<file path="src/hdl/r5p_ctl_pkg.sv">
`default_nettype none

package r5p_ctl_pkg;

  // Sequencer states
  typedef enum logic [2:0] {
    IDLE,   // Wait for cmd_req
    ISSUE,  // One cycle, write-back registers load
    MREQ,   // Load request out, timer running
    MREL,   // Wait for mem_ack release
    DONE    // Hold cmd_ack until cmd_req drops
  } fsm_state_et;

  // Source of the write-back data
  typedef enum logic [2:0] {
    WB_NONE,
    WB_ALU,  // ALU result
    WB_PCS,  // PC + 4
    WB_IMM,  // Immediate
    WB_LSU   // Load data, bypassing tmp
  } wb_kind_et;

endpackage: r5p_ctl_pkg

`default_nettype wire

</file>
<file path="src/hdl/riscv_isa_pkg.sv">
`default_nettype none

package riscv_isa_pkg;

  // Major opcode, instruction bits [6:2]
  typedef enum logic [4:0] {
    LOAD   = 5'b00_000,
    OP_IMM = 5'b00_100,
    AUIPC  = 5'b00_101,
    OP     = 5'b01_100,
    LUI    = 5'b01_101,
    JALR   = 5'b11_001,
    JAL    = 5'b11_011
  } op32_op62_et;

  typedef logic [2:0]  fn3_t;      // funct3 field
  typedef logic [4:0]  gpr_adr_t;  // GPR index
  typedef logic [31:0] word_t;     // Memory data lane

  // ALU funct3 codes
  localparam fn3_t ADD  = 3'b000;  // ADD/SUB
  localparam fn3_t SLL  = 3'b001;
  localparam fn3_t SLT  = 3'b010;
  localparam fn3_t SLTU = 3'b011;
  localparam fn3_t XOR  = 3'b100;
  localparam fn3_t SR   = 3'b101;  // SRL/SRA by f7b5
  localparam fn3_t OR   = 3'b110;
  localparam fn3_t AND  = 3'b111;

  // Load funct3 codes
  localparam fn3_t LB   = 3'b000;
  localparam fn3_t LH   = 3'b001;
  localparam fn3_t LW   = 3'b010;
  localparam fn3_t LBU  = 3'b100;
  localparam fn3_t LHU  = 3'b101;

endpackage: riscv_isa_pkg

`default_nettype wire

</file>
<file path="src/hdl/r5p_ctl_if.sv">
`timescale 1ns/1ps
`default_nettype none

interface r5p_ctl_if
  import riscv_isa_pkg::*;
#(
  parameter int unsigned XLEN = 32
) ();

  op32_op62_et     opc;   // Latched opcode
  fn3_t            fn3;
  logic            f7b5;  // funct7 bit 5
  gpr_adr_t        rd;
  logic [XLEN-1:0] rs1;
  logic [XLEN-1:0] rs2;
  logic [XLEN-1:0] imm;
  logic [XLEN-1:0] pc;
  logic            iss;   // Issue strobe
  logic            ldv;   // Load data valid strobe

  modport fsm (output opc, fn3, f7b5, rd, rs1, rs2, imm, pc, iss, ldv);
  modport dat (input  opc, fn3, f7b5, rd, rs1, rs2, imm, pc, iss, ldv);

endinterface: r5p_ctl_if

`default_nettype wire

</file>
<file path="src/hdl/r5p_alu.sv">
`timescale 1ns/1ps
`default_nettype none

module r5p_alu
  import riscv_isa_pkg::*;
#(
  parameter int unsigned XLEN = 32
)(
  r5p_ctl_if.dat          ctl,
  output logic [XLEN-1:0] alu,  // Operation result
  output logic [XLEN-1:0] pcs   // PC increment
);

  logic [XLEN-1:0]        opa;  // rs1 or pc
  logic [XLEN-1:0]        opb;  // rs2 or imm
  fn3_t                   fn;
  logic                   sub;
  logic [4:0]             sha;  // Shift amount
  logic [XLEN-1:0]        srl;
  logic signed [XLEN-1:0] sra;

  // Operand selection
  assign opa = (ctl.opc == AUIPC) ? ctl.pc : ctl.rs1;
  assign opb = (ctl.opc == OP) ? ctl.rs2 : ctl.imm;
  assign fn  = (ctl.opc == AUIPC) ? ADD : ctl.fn3;  // AUIPC is an add

  assign sub = (ctl.opc == OP) && ctl.f7b5;  // SUB has no immediate form
  assign sha = opb[4:0];

  // Right shifts kept apart so the signed one stays signed
  assign srl = opa >> sha;
  assign sra = $signed(opa) >>> sha;

  always_comb begin
    case (fn)
      ADD    : alu = sub ? (opa - opb) : (opa + opb);
      SLL    : alu = opa << sha;
      SLT    : alu = XLEN'($signed(opa) < $signed(opb));
      SLTU   : alu = XLEN'(opa < opb);
      XOR    : alu = opa ^ opb;
      SR     : alu = ctl.f7b5 ? sra : srl;  // SRA or SRL
      OR     : alu = opa | opb;
      AND    : alu = opa & opb;
      default: alu = '0;
    endcase
  end

  assign pcs = ctl.pc + XLEN'(4);  // Link address for JAL/JALR

endmodule: r5p_alu

`default_nettype wire

</file>
<file path="src/hdl/r5p_ctl_fsm.sv">
`timescale 1ns/1ps
`default_nettype none

module r5p_ctl_fsm
  import riscv_isa_pkg::*;
  import r5p_ctl_pkg::*;
#(
  parameter int unsigned XLEN = 32
)(
  input  wire logic            clk,
  input  wire logic            rst,
  // Command handshake
  input  wire logic            cmd_req,
  input  wire op32_op62_et     cmd_opc,
  input  wire fn3_t            cmd_fn3,
  input  wire logic            cmd_f7b5,
  input  wire gpr_adr_t        cmd_rd,
  input  wire logic [XLEN-1:0] cmd_rs1,
  input  wire logic [XLEN-1:0] cmd_rs2,
  input  wire logic [XLEN-1:0] cmd_imm,
  input  wire logic [XLEN-1:0] cmd_pc,
  output logic                 cmd_ack,
  output logic                 cmd_err,
  // Memory handshake
  output logic                 mem_req,
  input  wire logic            mem_ack,
  // Timeout counter
  output logic                 tmr_run,
  input  wire logic            tmr_exp,
  // Control bundle
  r5p_ctl_if.fsm               ctl
);

  fsm_state_et state;
  logic        cmd_smp;  // Command taken this edge
  logic        opc_ok;   // Supported opcode

  assign cmd_smp = (state == IDLE) && cmd_req;

  always_comb begin
    case (cmd_opc)
      LOAD, OP_IMM, AUIPC, OP, LUI, JALR, JAL: opc_ok = 1'b1;
      default:                                 opc_ok = 1'b0;
    endcase
  end

  ////////////////////
  // Command latch
  ////////////////////

  always_ff @(posedge clk) begin
    if (cmd_smp) begin
      ctl.opc  <= cmd_opc;
      ctl.fn3  <= cmd_fn3;
      ctl.f7b5 <= cmd_f7b5;
      ctl.rd   <= cmd_rd;
      ctl.rs1  <= cmd_rs1;
      ctl.rs2  <= cmd_rs2;
      ctl.imm  <= cmd_imm;
      ctl.pc   <= cmd_pc;
    end
  end

  ////////////////////
  // Sequencer
  ////////////////////

  always_ff @(posedge clk, posedge rst) begin
    if (rst) begin
      state   <= IDLE;
      cmd_err <= 1'b0;
    end else begin
      unique case (state)
        IDLE: if (cmd_req) begin
          if (!opc_ok) begin
            state   <= DONE;  // Reject straight away
            cmd_err <= 1'b1;
          end else if (cmd_opc == LOAD) begin
            state <= MREQ;
          end else begin
            state <= ISSUE;
          end
        end
        MREQ: if (mem_ack) begin
          state <= MREL;       // Data captured by LSU
        end else if (tmr_exp) begin
          state   <= DONE;     // Abandon the access
          cmd_err <= 1'b1;
        end
        MREL: if (!mem_ack) state <= ISSUE;
        ISSUE: state <= DONE;
        DONE: if (!cmd_req) begin
          state   <= IDLE;
          cmd_err <= 1'b0;
        end
      endcase
    end
  end

  assign cmd_ack = (state == DONE);
  assign mem_req = (state == MREQ);
  assign tmr_run = (state == MREQ);  // Count only while requesting

  assign ctl.iss = (state == ISSUE);
  assign ctl.ldv = (state == MREQ) && mem_ack;  // First ack cycle only

endmodule: r5p_ctl_fsm

`default_nettype wire

</file>
<file path="src/hdl/r5p_lsu.sv">
`timescale 1ns/1ps
`default_nettype none

module r5p_lsu
  import riscv_isa_pkg::*;
#(
  parameter int unsigned XLEN = 32
)(
  input  wire logic       clk,
  input  wire logic       rst,
  r5p_ctl_if.dat          ctl,
  // Memory side
  output logic [XLEN-1:0] mem_adr,    // Word address
  input  wire word_t      mem_rdata,
  // Load result
  output logic [XLEN-1:0] lsu
);

  logic [XLEN-1:0] adr;  // Effective byte address
  word_t           sh;   // Lane aligned to byte 0

  assign adr     = ctl.rs1 + ctl.imm;
  assign mem_adr = {adr[XLEN-1:2], 2'b00};

  // Move the addressed byte or half down
  assign sh = mem_rdata >> {adr[1:0], 3'b000};

  ////////////////////
  // Data capture
  ////////////////////

  always_ff @(posedge clk, posedge rst) begin
    if (rst) begin
      lsu <= '0;
    end else if (ctl.ldv) begin  // Held until the next load
      case (ctl.fn3)
        LB     : lsu <= XLEN'($signed(sh[7:0]));
        LH     : lsu <= XLEN'($signed(sh[15:0]));
        LBU    : lsu <= XLEN'(sh[7:0]);
        LHU    : lsu <= XLEN'(sh[15:0]);
        LW     : lsu <= XLEN'($signed(sh));  // Sign extends on 64 bits
        default: lsu <= XLEN'($signed(sh));
      endcase
    end
  end

endmodule: r5p_lsu

`default_nettype wire

</file>
<file path="src/hdl/r5p_tmr.sv">
`timescale 1ns/1ps
`default_nettype none

module r5p_tmr #(
  parameter int unsigned TMO_CYC = 16
)(
  input  wire logic clk,
  input  wire logic rst,
  input  wire logic run,  // Count enable, clears when low
  output logic      exp   // Limit reached
);

  localparam int unsigned CW = $clog2(TMO_CYC + 1);

  logic [CW-1:0] cnt;

  always_ff @(posedge clk, posedge rst) begin
    if (rst) begin
      cnt <= '0;
    end else if (!run) begin
      cnt <= '0;
    end else if (!exp) begin
      cnt <= cnt + 1'b1;  // Stop at the limit
    end
  end

  assign exp = (cnt == CW'(TMO_CYC));

endmodule: r5p_tmr

`default_nettype wire

</file>
<file path="src/hdl/r5p_wb_top.sv">
`timescale 1ns/1ps
`default_nettype none

module r5p_wb_top
  import riscv_isa_pkg::*;
#(
  parameter int unsigned XLEN    = 32,
  parameter int unsigned TMO_CYC = 16  // Load wait limit in cycles
)(
  input  wire logic            clk,
  input  wire logic            rst,
  // Command handshake
  input  wire logic            cmd_req,
  input  wire op32_op62_et     cmd_opc,
  input  wire fn3_t            cmd_fn3,
  input  wire logic            cmd_f7b5,
  input  wire gpr_adr_t        cmd_rd,
  input  wire logic [XLEN-1:0] cmd_rs1,
  input  wire logic [XLEN-1:0] cmd_rs2,
  input  wire logic [XLEN-1:0] cmd_imm,
  input  wire logic [XLEN-1:0] cmd_pc,
  output logic                 cmd_ack,
  output logic                 cmd_err,
  // Data memory handshake
  output logic                 mem_req,
  output logic [XLEN-1:0]      mem_adr,
  input  wire word_t           mem_rdata,
  input  wire logic            mem_ack,
  // GPR write
  output logic                 wen,
  output gpr_adr_t             adr,
  output logic [XLEN-1:0]      dat
);

  logic            tmr_run;
  logic            tmr_exp;
  logic [XLEN-1:0] alu;
  logic [XLEN-1:0] pcs;
  logic [XLEN-1:0] lsu;

  r5p_ctl_if #(.XLEN(XLEN)) ctl ();

  ////////////////////
  // Control
  ////////////////////

  r5p_ctl_fsm #(.XLEN(XLEN)) fsm0 (
    .clk, .rst,
    .cmd_req, .cmd_opc, .cmd_fn3, .cmd_f7b5, .cmd_rd,
    .cmd_rs1, .cmd_rs2, .cmd_imm, .cmd_pc,
    .cmd_ack, .cmd_err,
    .mem_req, .mem_ack,
    .tmr_run, .tmr_exp,
    .ctl    (ctl.fsm)
  );

  r5p_tmr #(.TMO_CYC(TMO_CYC)) tmr0 (
    .clk, .rst,
    .run (tmr_run),
    .exp (tmr_exp)
  );

  ////////////////////
  // Datapath
  ////////////////////

  r5p_alu #(.XLEN(XLEN)) alu0 (
    .ctl (ctl.dat),
    .alu, .pcs
  );

  r5p_lsu #(.XLEN(XLEN)) lsu0 (
    .clk, .rst,
    .ctl (ctl.dat),
    .mem_adr, .mem_rdata,
    .lsu
  );

  r5p_wbu #(.XLEN(XLEN)) wbu0 (
    .clk, .rst,
    .ctl (ctl.dat),
    .alu, .lsu, .pcs,
    .wen, .adr, .dat
  );

endmodule: r5p_wb_top

`default_nettype wire

</file>
<file path="src/hdl/r5p_wbu.sv">
`timescale 1ns/1ps
`default_nettype none

module r5p_wbu
  import riscv_isa_pkg::*;
  import r5p_ctl_pkg::*;
#(
  parameter int unsigned XLEN = 32
)(
  input  wire logic            clk,
  input  wire logic            rst,
  r5p_ctl_if.dat               ctl,
  // Result sources
  input  wire logic [XLEN-1:0] alu,
  input  wire logic [XLEN-1:0] lsu,
  input  wire logic [XLEN-1:0] pcs,
  // GPR write port
  output logic                 wen,
  output gpr_adr_t             adr,
  output logic [XLEN-1:0]      dat
);

  wb_kind_et       kind;  // Decoded from latched opcode
  wb_kind_et       sel;   // Registered kind
  logic [XLEN-1:0] tmp;   // Pre-multiplexed result

  always_comb begin
    case (ctl.opc)
      AUIPC, OP, OP_IMM: kind = WB_ALU;
      JAL, JALR:         kind = WB_PCS;
      LUI:               kind = WB_IMM;
      LOAD:              kind = WB_LSU;
      default:           kind = WB_NONE;
    endcase
  end

  ////////////////////
  // Issue registers
  ////////////////////

  always_ff @(posedge clk, posedge rst) begin
    if (rst) begin
      wen <= 1'b0;
      adr <= '0;
      sel <= WB_NONE;
    end else begin
      wen <= ctl.iss && (ctl.rd != '0);  // x0 never written, one cycle pulse
      if (ctl.iss) begin
        adr <= ctl.rd;
        sel <= kind;
      end
    end
  end

  // Pre multiplexer
  always_ff @(posedge clk) begin
    if (ctl.iss) begin
      case (kind)
        WB_ALU : tmp <= alu;
        WB_PCS : tmp <= pcs;
        WB_IMM : tmp <= ctl.imm;
        default: tmp <= '0;  // Load data comes through the bypass
      endcase
    end
  end

  // Output multiplexer
  always_comb begin
    case (sel)
      WB_LSU : dat = lsu;  // Already stable since ldv
      default: dat = tmp;
    endcase
  end

endmodule: r5p_wbu

`default_nettype wire

</file>
<file path="config.mk">
export PLATFORM = sky130hd
export DESIGN_NAME = r5p_wb_top
export DESIGN_NICKNAME = d
export VERILOG_FILES = /design/src/hdl/r5p_ctl_pkg.sv /design/src/hdl/riscv_isa_pkg.sv /design/src/hdl/r5p_ctl_if.sv /design/src/hdl/r5p_alu.sv /design/src/hdl/r5p_ctl_fsm.sv /design/src/hdl/r5p_lsu.sv /design/src/hdl/r5p_tmr.sv /design/src/hdl/r5p_wb_top.sv /design/src/hdl/r5p_wbu.sv
export SDC_FILE = /design/constraint.sdc
export NUM_CORES = 1
export LEC_CHECK = 0
export BUFFER_PORTS_ARGS = -buffer_cell sky130_fd_sc_hd__buf_2
export CORE_MARGIN = 2
export CORE_UTILIZATION = 40
export DETAILED_ROUTE_END_ITERATION = 8
export GPL_ROUTABILITY_DRIVEN = 0
export PLACE_DENSITY_LB_ADDON = 0.05
export SLEW_MARGIN = 10
export SYNTH_ARGS = -nofsm -noshare
export SYNTH_HDL_FRONTEND = slang
export SYNTH_HIERARCHICAL = 1
export SYNTH_SLANG_ARGS = --single-unit
</file>
<file path="constraint.sdc">
create_clock -name clk -period 29.9 [get_ports clk]
set_clock_uncertainty 0.1 [all_clocks]
set_input_delay 2.99 -clock clk [delete_from_list [all_inputs] [get_ports clk]]
set_output_delay 2.99 -clock clk [all_outputs]
set_load 0.01 [all_outputs]
</file>
==> results.txt, run 1 <==
Post-CTS resize count - 0
Clock sink count - 224
CP arrival - 3730 ps
Clk Latency, worst-skew pair - 580 ps
Fin nets - 2,672
YS warnings - 6
Die H - 230 um
Area grow syn2layout - 13.4%
Post-DR vias/cell - 6.20
EDFF count, synth - 174
Vias in the first global route - 18,200
Post-Syn Area - 0.0205 sq mm
X dimension of the die - 230 um
Final period utilization - 22.8%
CTS H-tree depth - 1
First-pass GRT wire length - 119,000 um
Hold slack - 381 ps
GR peak layer - met2
Area of the multi-input gates - 0.0130 sq mm
Clk slew on worst S/H paths - 60 ps
IO Pins - 251
Status - finished clean
Routed len/inst - 26.6 um
Hold Buf Count CTS - 0
Register area share after synthesis - 31.6%
Final min period - 6820 ps
Slew HR - 34.1%
Highest Clock Rate - 0.147 GHz
Initial core utilization - 40.7%
Gr usage total - 29.8%
CP Max Fanout - 4
Fillers - 4,864
Final setup fails - 0
Syn avg cell area - 9.45 sq um
FF+latch count, synth - 224
Met2 Use GR - 45.6%
Final WL - 81,300 um
NetSw - 0.448 mW
Sequential share of power - 34.5%
Setup bufs post-CTS - 0
Final-report hold violation count - 0
CTS buffer count - 27
Synth Flop Type - edfxtp_1
Fraction of layout cells with a size suffix above 1 - 22.0%
Req. time, crit path - 26,810 ps
Pins Over Slew Limit - 0
Power Density - 51.0 mW/mm^2
Switching Fraction - 37.7%
Layout Utilization - 46.2%
RSZ-0062 raised after global routing - false
Overflow left after global routing - 0
Port bufs - 248
Setup TNS - 0 ps
Most frequent cells in the layout - buf_2, mux2i_1, edfxtp_1
Die ar. - 0.0531 sq mm
CTS Root Cell - clkbuf_16
Synth Instances - 2,170
DRT antenna net count - 0
Met1 Use GR - 40.5%
Cell variety after synth - 112
Worst VDD drop - 0.0354 mV
Via count - 18,900
Core Rows - 82
Pin count of the biggest net entering global routing - 144
Hold Path Class - flip-flop to flip-flop
Crit start category - flip-flop
Slew @ Worst Pin - 975 ps
Detailed placement HPWL - 63,000 um
Initial DRT Pass Iterations - 7
Register area - 0.00648 sq mm
Internal power - 0.739 mW
CP Capture Type - primary output
Met3 Track Usage GR - 4.94%
Max Buffers Root-to-Sink - 3
Initial drt markers - 2,044
Post-synth ARST share - 22.3%
Core ar. - 0.0504 sq mm
Worst setup path class - flip-flop to primary output
Initial antenna violation count - 2
Max-cap violations - 0
Commonest non-fill, non-tap cell in the layout - buf_2
DRC errors left - 0
Clk pwr share - 27.9%
Comb pwr share - 37.6%
Lkg Pwr - 9.86 nW
CTS tree - done
[state kept, by name, summed over array words and instances, names as in the netlist]
name           count
wbu0/tmp          32
fsm0/state         3
fsm0/ctl.imm      32
wbu0/wen           1
tmr0/cnt           5
fsm0/ctl.opc       5
fsm0/ctl.rs1      32
fsm0/ctl.fn3       3
wbu0/sel           3
fsm0/ctl.rs2      32
fsm0/ctl.pc       32
fsm0/ctl.rd        5
wbu0/adr           5
fsm0/ctl.f7b5      1
lsu0/lsu          32
fsm0/cmd_err       1
[synthesized netlist by cell type (all sizes together), types with 50 or more instances]
| library cell | n | area, sq um |
|---|---|---|
| o21ai | 143 | 731 |
| inv | 115 | 434 |
| nand2 | 124 | 483 |
| ha | 131 | 1640 |
| xnor2 | 65 | 569 |
| a21oi | 130 | 654 |
| buf | 68 | 437 |
| clkbuf | 72 | 270 |
| edfxtp | 174 | 5230 |
| mux2i | 199 | 2020 |
| nor2 | 150 | 573 |
| dfrtp | 50 | 1250 |
| mux2 | 123 | 1400 |
| nand3 | 60 | 318 |
[worst paths after layout]
kind | from | end | cells past startpoint | slack [ps]
max in group asynchronous | rst | lsu0/lsu[2] | 3 | 26900
min in group asynchronous | rst | fsm0/cmd_err | 2 | 2240
setup / recovery | fsm0/ctl.imm[0] | mem_adr[30] | 12 | 23080
hold / removal | lsu0/lsu[22] | lsu0/lsu[22] | 1 | 380
hold reg to reg | lsu0/lsu[22] | lsu0/lsu[22] | 1 | 380
setup reg to reg | fsm0/ctl.opc[0] | wbu0/tmp[0] | 16 | 23570
[power groups by stage]
| stage | Clock [mW] | Combinational, mW | Sequential [mW] |
|---|---|---|---|
| floorplan | 0 | 0.293 | 0.411 |
| global placement | 0 | 0.433 | 0.415 |
| CTS | 0.339 | 0.437 | 0.410 |
| detailed placement | 0 | 0.434 | 0.416 |
| global route | 0.350 | 0.478 | 0.414 |
| finish | 0.331 | 0.447 | 0.410 |
[logic make-up (layout without fill, tap and decap cells)]
| logic type | count (synthesis) | after routing | share of synthesized area, % |
|---|---|---|---|
| flops | 224 | 224 | 31.6 |
| simple gates | 491 | 491 | 11.8 |
| fa+ha+maj | 134 | 134 | 8.28 |
| compound gates | 653 | 653 | 22.1 |
| other cells | 1 | 4 | 0.0183 |
| buf+inv | 256 | 466 | 5.58 |
| mux | 325 | 325 | 17.0 |
| xor+xnor | 86 | 86 | 3.67 |
[per-layer routing]
layer	share of wire, %	routed length (um)	vias to the layer above
met4	6.1	4920	0
li1	-	-	8586
met2	43	35200	982
met5	0	0	-
met3	7.8	6350	185
met1	43	34800	9193
[metrics by stage]
| step | area, sq um | instances | setup slack [ps] | power, mW |
|---|---|---|---|---|
| 3_3_place_gp | 22400 | 3003 | 23690 | 0.848 |
| 2_1_floorplan | 20500 | 2171 | 11450 | 0.704 |
| 4_1_cts | 23300 | 3053 | 23110 | 1.19 |
| 5_1_grt | 23300 | 3055 | 22930 | 1.24 |
| 3_5_place_dp | 22400 | 3003 | 23750 | 0.850 |
| 6_report | 23300 | 3055 | 23080 | 1.19 |
[final cells by class]
| cell class | instances | share of cell area, % |
|---|---|---|
| clock buffer | 39 | 3.50 |
| antenna | 2 | 0.0215 |
| timing repair buffer | 300 | 7.07 |
| inverter | 116 | 1.88 |
| sequential | 224 | 27.8 |
| tap | 672 | 3.62 |
| multi-input combinational | 1691 | 55.7 |
| clock inverter | 11 | 0.344 |
[worst max-delay path, cell delays in order, from the launching register on]
cell      delay (ps)
edfxtp_1         500
ha_1             230
inv_1             50
fa_1             440
nor2b_4          150
o31a_4           160
a221oi_4          90
o21ai_1          140
a21oi_1          190
o41a_2           500
o31ai_1          360
xor2_1           180
buf_2            150
No activity file was read; power rests on OpenSTA's default activity.
==> run 2: changes to the inputs <==
ABC_AREA = 1   (was not set)
clock period = 6.7 ns   (was 29.9 ns; I/O delays follow)
==> run 2 against run 1 <==
- clock power grew to 4.7 times the previous value
- area after synthesis is 11% higher
- final area is 9.1% higher
- register-to-register slack got worse by 22000 ps
- non-clock buffer count is 22 lower
- critical endpoint is now wbu0/tmp[15]
- largest cell class unchanged
- largest power group unchanged
- highest routed layer is now met5
==> results.txt, run 2 <==
Gr usage total - 33.6%
Synth Instances - 3,493
First-pass GRT wire length - 149,000 um
CTS Root Cell - clkbuf_16
Hold Path Class - primary input to flip-flop
Register area share after synthesis - 28.4%
Vias in the first global route - 23,200
Hold slack - 166 ps
CP Capture Type - flip-flop
DRC errors left - 0
Port bufs - 248
Post-route setup slack - 1520 ps
Setup TNS - 0 ps
Status - finished clean
YS warnings - 6
Final-report hold violation count - 0
Area grow syn2layout - 11.4%
X dimension of the die - 243 um
CTS H-tree depth - 1
Commonest non-fill, non-tap cell in the layout - nand2_1
EDFF count, synth - 174
Max-cap violations - 0
Layout Utilization - 45.0%
Fraction of layout cells with a size suffix above 1 - 12.2%
Final WL - 103,000 um
Initial DRT Pass Iterations - 7
CP arrival - 5500 ps
Clk slew on worst S/H paths - 70 ps
Post-DR vias/cell - 5.71
Cell variety after synth - 60
Clk Latency, worst-skew pair - 580 ps
Initial core utilization - 40.4%
Overflow left after global routing - 0
Via count - 25,300
IO Pins - 251
Die ar. - 0.0589 sq mm
Final period utilization - 77.3%
CP Max Fanout - 33
Synth Flop Type - edfxtp_1
Pin count of the biggest net entering global routing - 128
Fin nets - 3,960
RSZ-0062 raised after global routing - false
DRT antenna net count - 0
Most frequent cells after synthesis - nand2_1, nand3_1, inv_1
Yosys top cell by area - edfxtp_1
Slew HR - 25.9%
Clock sink count - 224
Core Rows - 87
Setup bufs post-CTS - 0
Core ar. - 0.0564 sq mm
Fin area - 0.0254 sq mm
Post-CTS resize count - 0
Setup slack at placement - 1730 ps
FF+latch count, synth - 224
Share of the synthesized area in the top cell type - 22.9%
CTS buffer count - 28
Slew @ Worst Pin - 1100 ps
Final min period - 5180 ps
Req. time, crit path - 7020 ps
Post-synth ARST share - 22.3%
Initial antenna violation count - 7
Final setup fails - 0
Detailed placement HPWL - 82,300 um
Worst VDD drop - 0.257 mV
Post-Syn Area - 0.0228 sq mm
Die H - 243 um
Worst setup path class - flip-flop to flip-flop
Syn avg cell area - 6.52 sq um
Largest cells by area after synthesis - edfxtp_1, nand2_1, nand3_1
Dpl cell area - 0.0244 sq mm
Routed len/inst - 23.3 um
Lkg Pwr - 12.9 nW
Initial drt markers - 3,321
Highest Clock Rate - 0.193 GHz
Most numerous cell in the Yosys netlist - nand2_1
Crit start category - flip-flop
Power Density - 361 mW/mm^2
Pins Over Slew Limit - 0
CTS tree - done
Max Buffers Root-to-Sink - 3
Most frequent cells in the layout - nand2_1, nand3_1, inv_1
## run 2: critical path, stage by stage, from the launching register on
cell and delay [ps]:
edfxtp_1 740, nor2_4 270, nand3_4 470, buf_4 460, nand2_1 120, o21ai_0 140
ha_1 490, nand2_1 180, nor3_1 480, a21o_1 260, nand2_1 60, nand2_1 110
nand2_1 60, nand3_1 70, nand2_1 90, xor2_1 390, nand2_1 90, nand3_1 140
nand4_1 140, nand3_1 120
## run 2: final timing paths
path	endpoint	slack [ps]	cells after the start	startpoint
setup / recovery	wbu0/tmp[15]	1520	19	fsm0/ctl.opc[0]
hold / removal	fsm0/ctl.rs2[15]	170	1	cmd_rs2[15]
setup reg to reg	wbu0/tmp[15]	1520	19	fsm0/ctl.opc[0]
hold reg to reg	wbu0/adr[0]	370	2	wbu0/adr[0]
max in group asynchronous	lsu0/lsu[14]	5480	4	rst
min in group asynchronous	fsm0/state[1]	470	3	rst
## run 2: stage by stage
stage | instances | total power, mW
after global placement | 4373 | 7.39
after global routing | 4426 | 9.70
final | 4427 | 9.17
after CTS | 4426 | 9.00
after detailed placement | 4373 | 7.41
after floorplan | 3494 | 5.62
## run 2: per-layer routing
| metal | track usage (%) | up-vias | routed length [um] |
|---|---|---|---|
| li1 | - | 11800 | - |
| met1 | 46.1 | 11600 | 43200 |
| met2 | 49.1 | 1568 | 42500 |
| met3 | 8.41 | 287 | 11200 |
| met4 | 16.7 | 8 | 6190 |
| met5 | 0 | - | 56 |
## run 2: kinds of logic (layout without fill, tap and decap cells)
logic type | Yosys count | in the layout | share of synthesized area [%]
AO/OA/AOI/OAI | 469 | 469 | 12.4
XOR/XNOR | 54 | 54 | 2.08
adder cells (fa/ha/maj) | 134 | 134 | 7.46
buffers and inverters | 636 | 812 | 11.6
flip-flops | 224 | 224 | 28.4
multiplexers | 9 | 9 | 0.396
other | 1 | 3 | 0.0165
AND/OR/NAND/NOR | 1966 | 1966 | 37.7
## run 2: final cells by class
cell class | count | area, sq um
Antenna cell | 1 | 2.50
Tap cell | 756 | 946
Clock buffer | 37 | 756
Clock inverter | 15 | 179
Sequential cell | 224 | 6480
Fill cell | 6042 | 31000
Multi-Input combinational cell | 2634 | 13700
Inverter | 482 | 1820
Timing Repair Buffer | 278 | 1480
## run 2: what timing repair did
action	CTS	global route
endpoints found under the setup margin	0	0
hold buffers	1	0
hold endpoints to repair	9	0
## run 2: where the power goes
group	internal, mW	switching [mW]	leakage [nW]	total (mW)
clock network	0.947	0.621	0.454	1.57
registers	1.88	0.295	2.29	2.17
logic	1.54	3.89	10.1	5.43
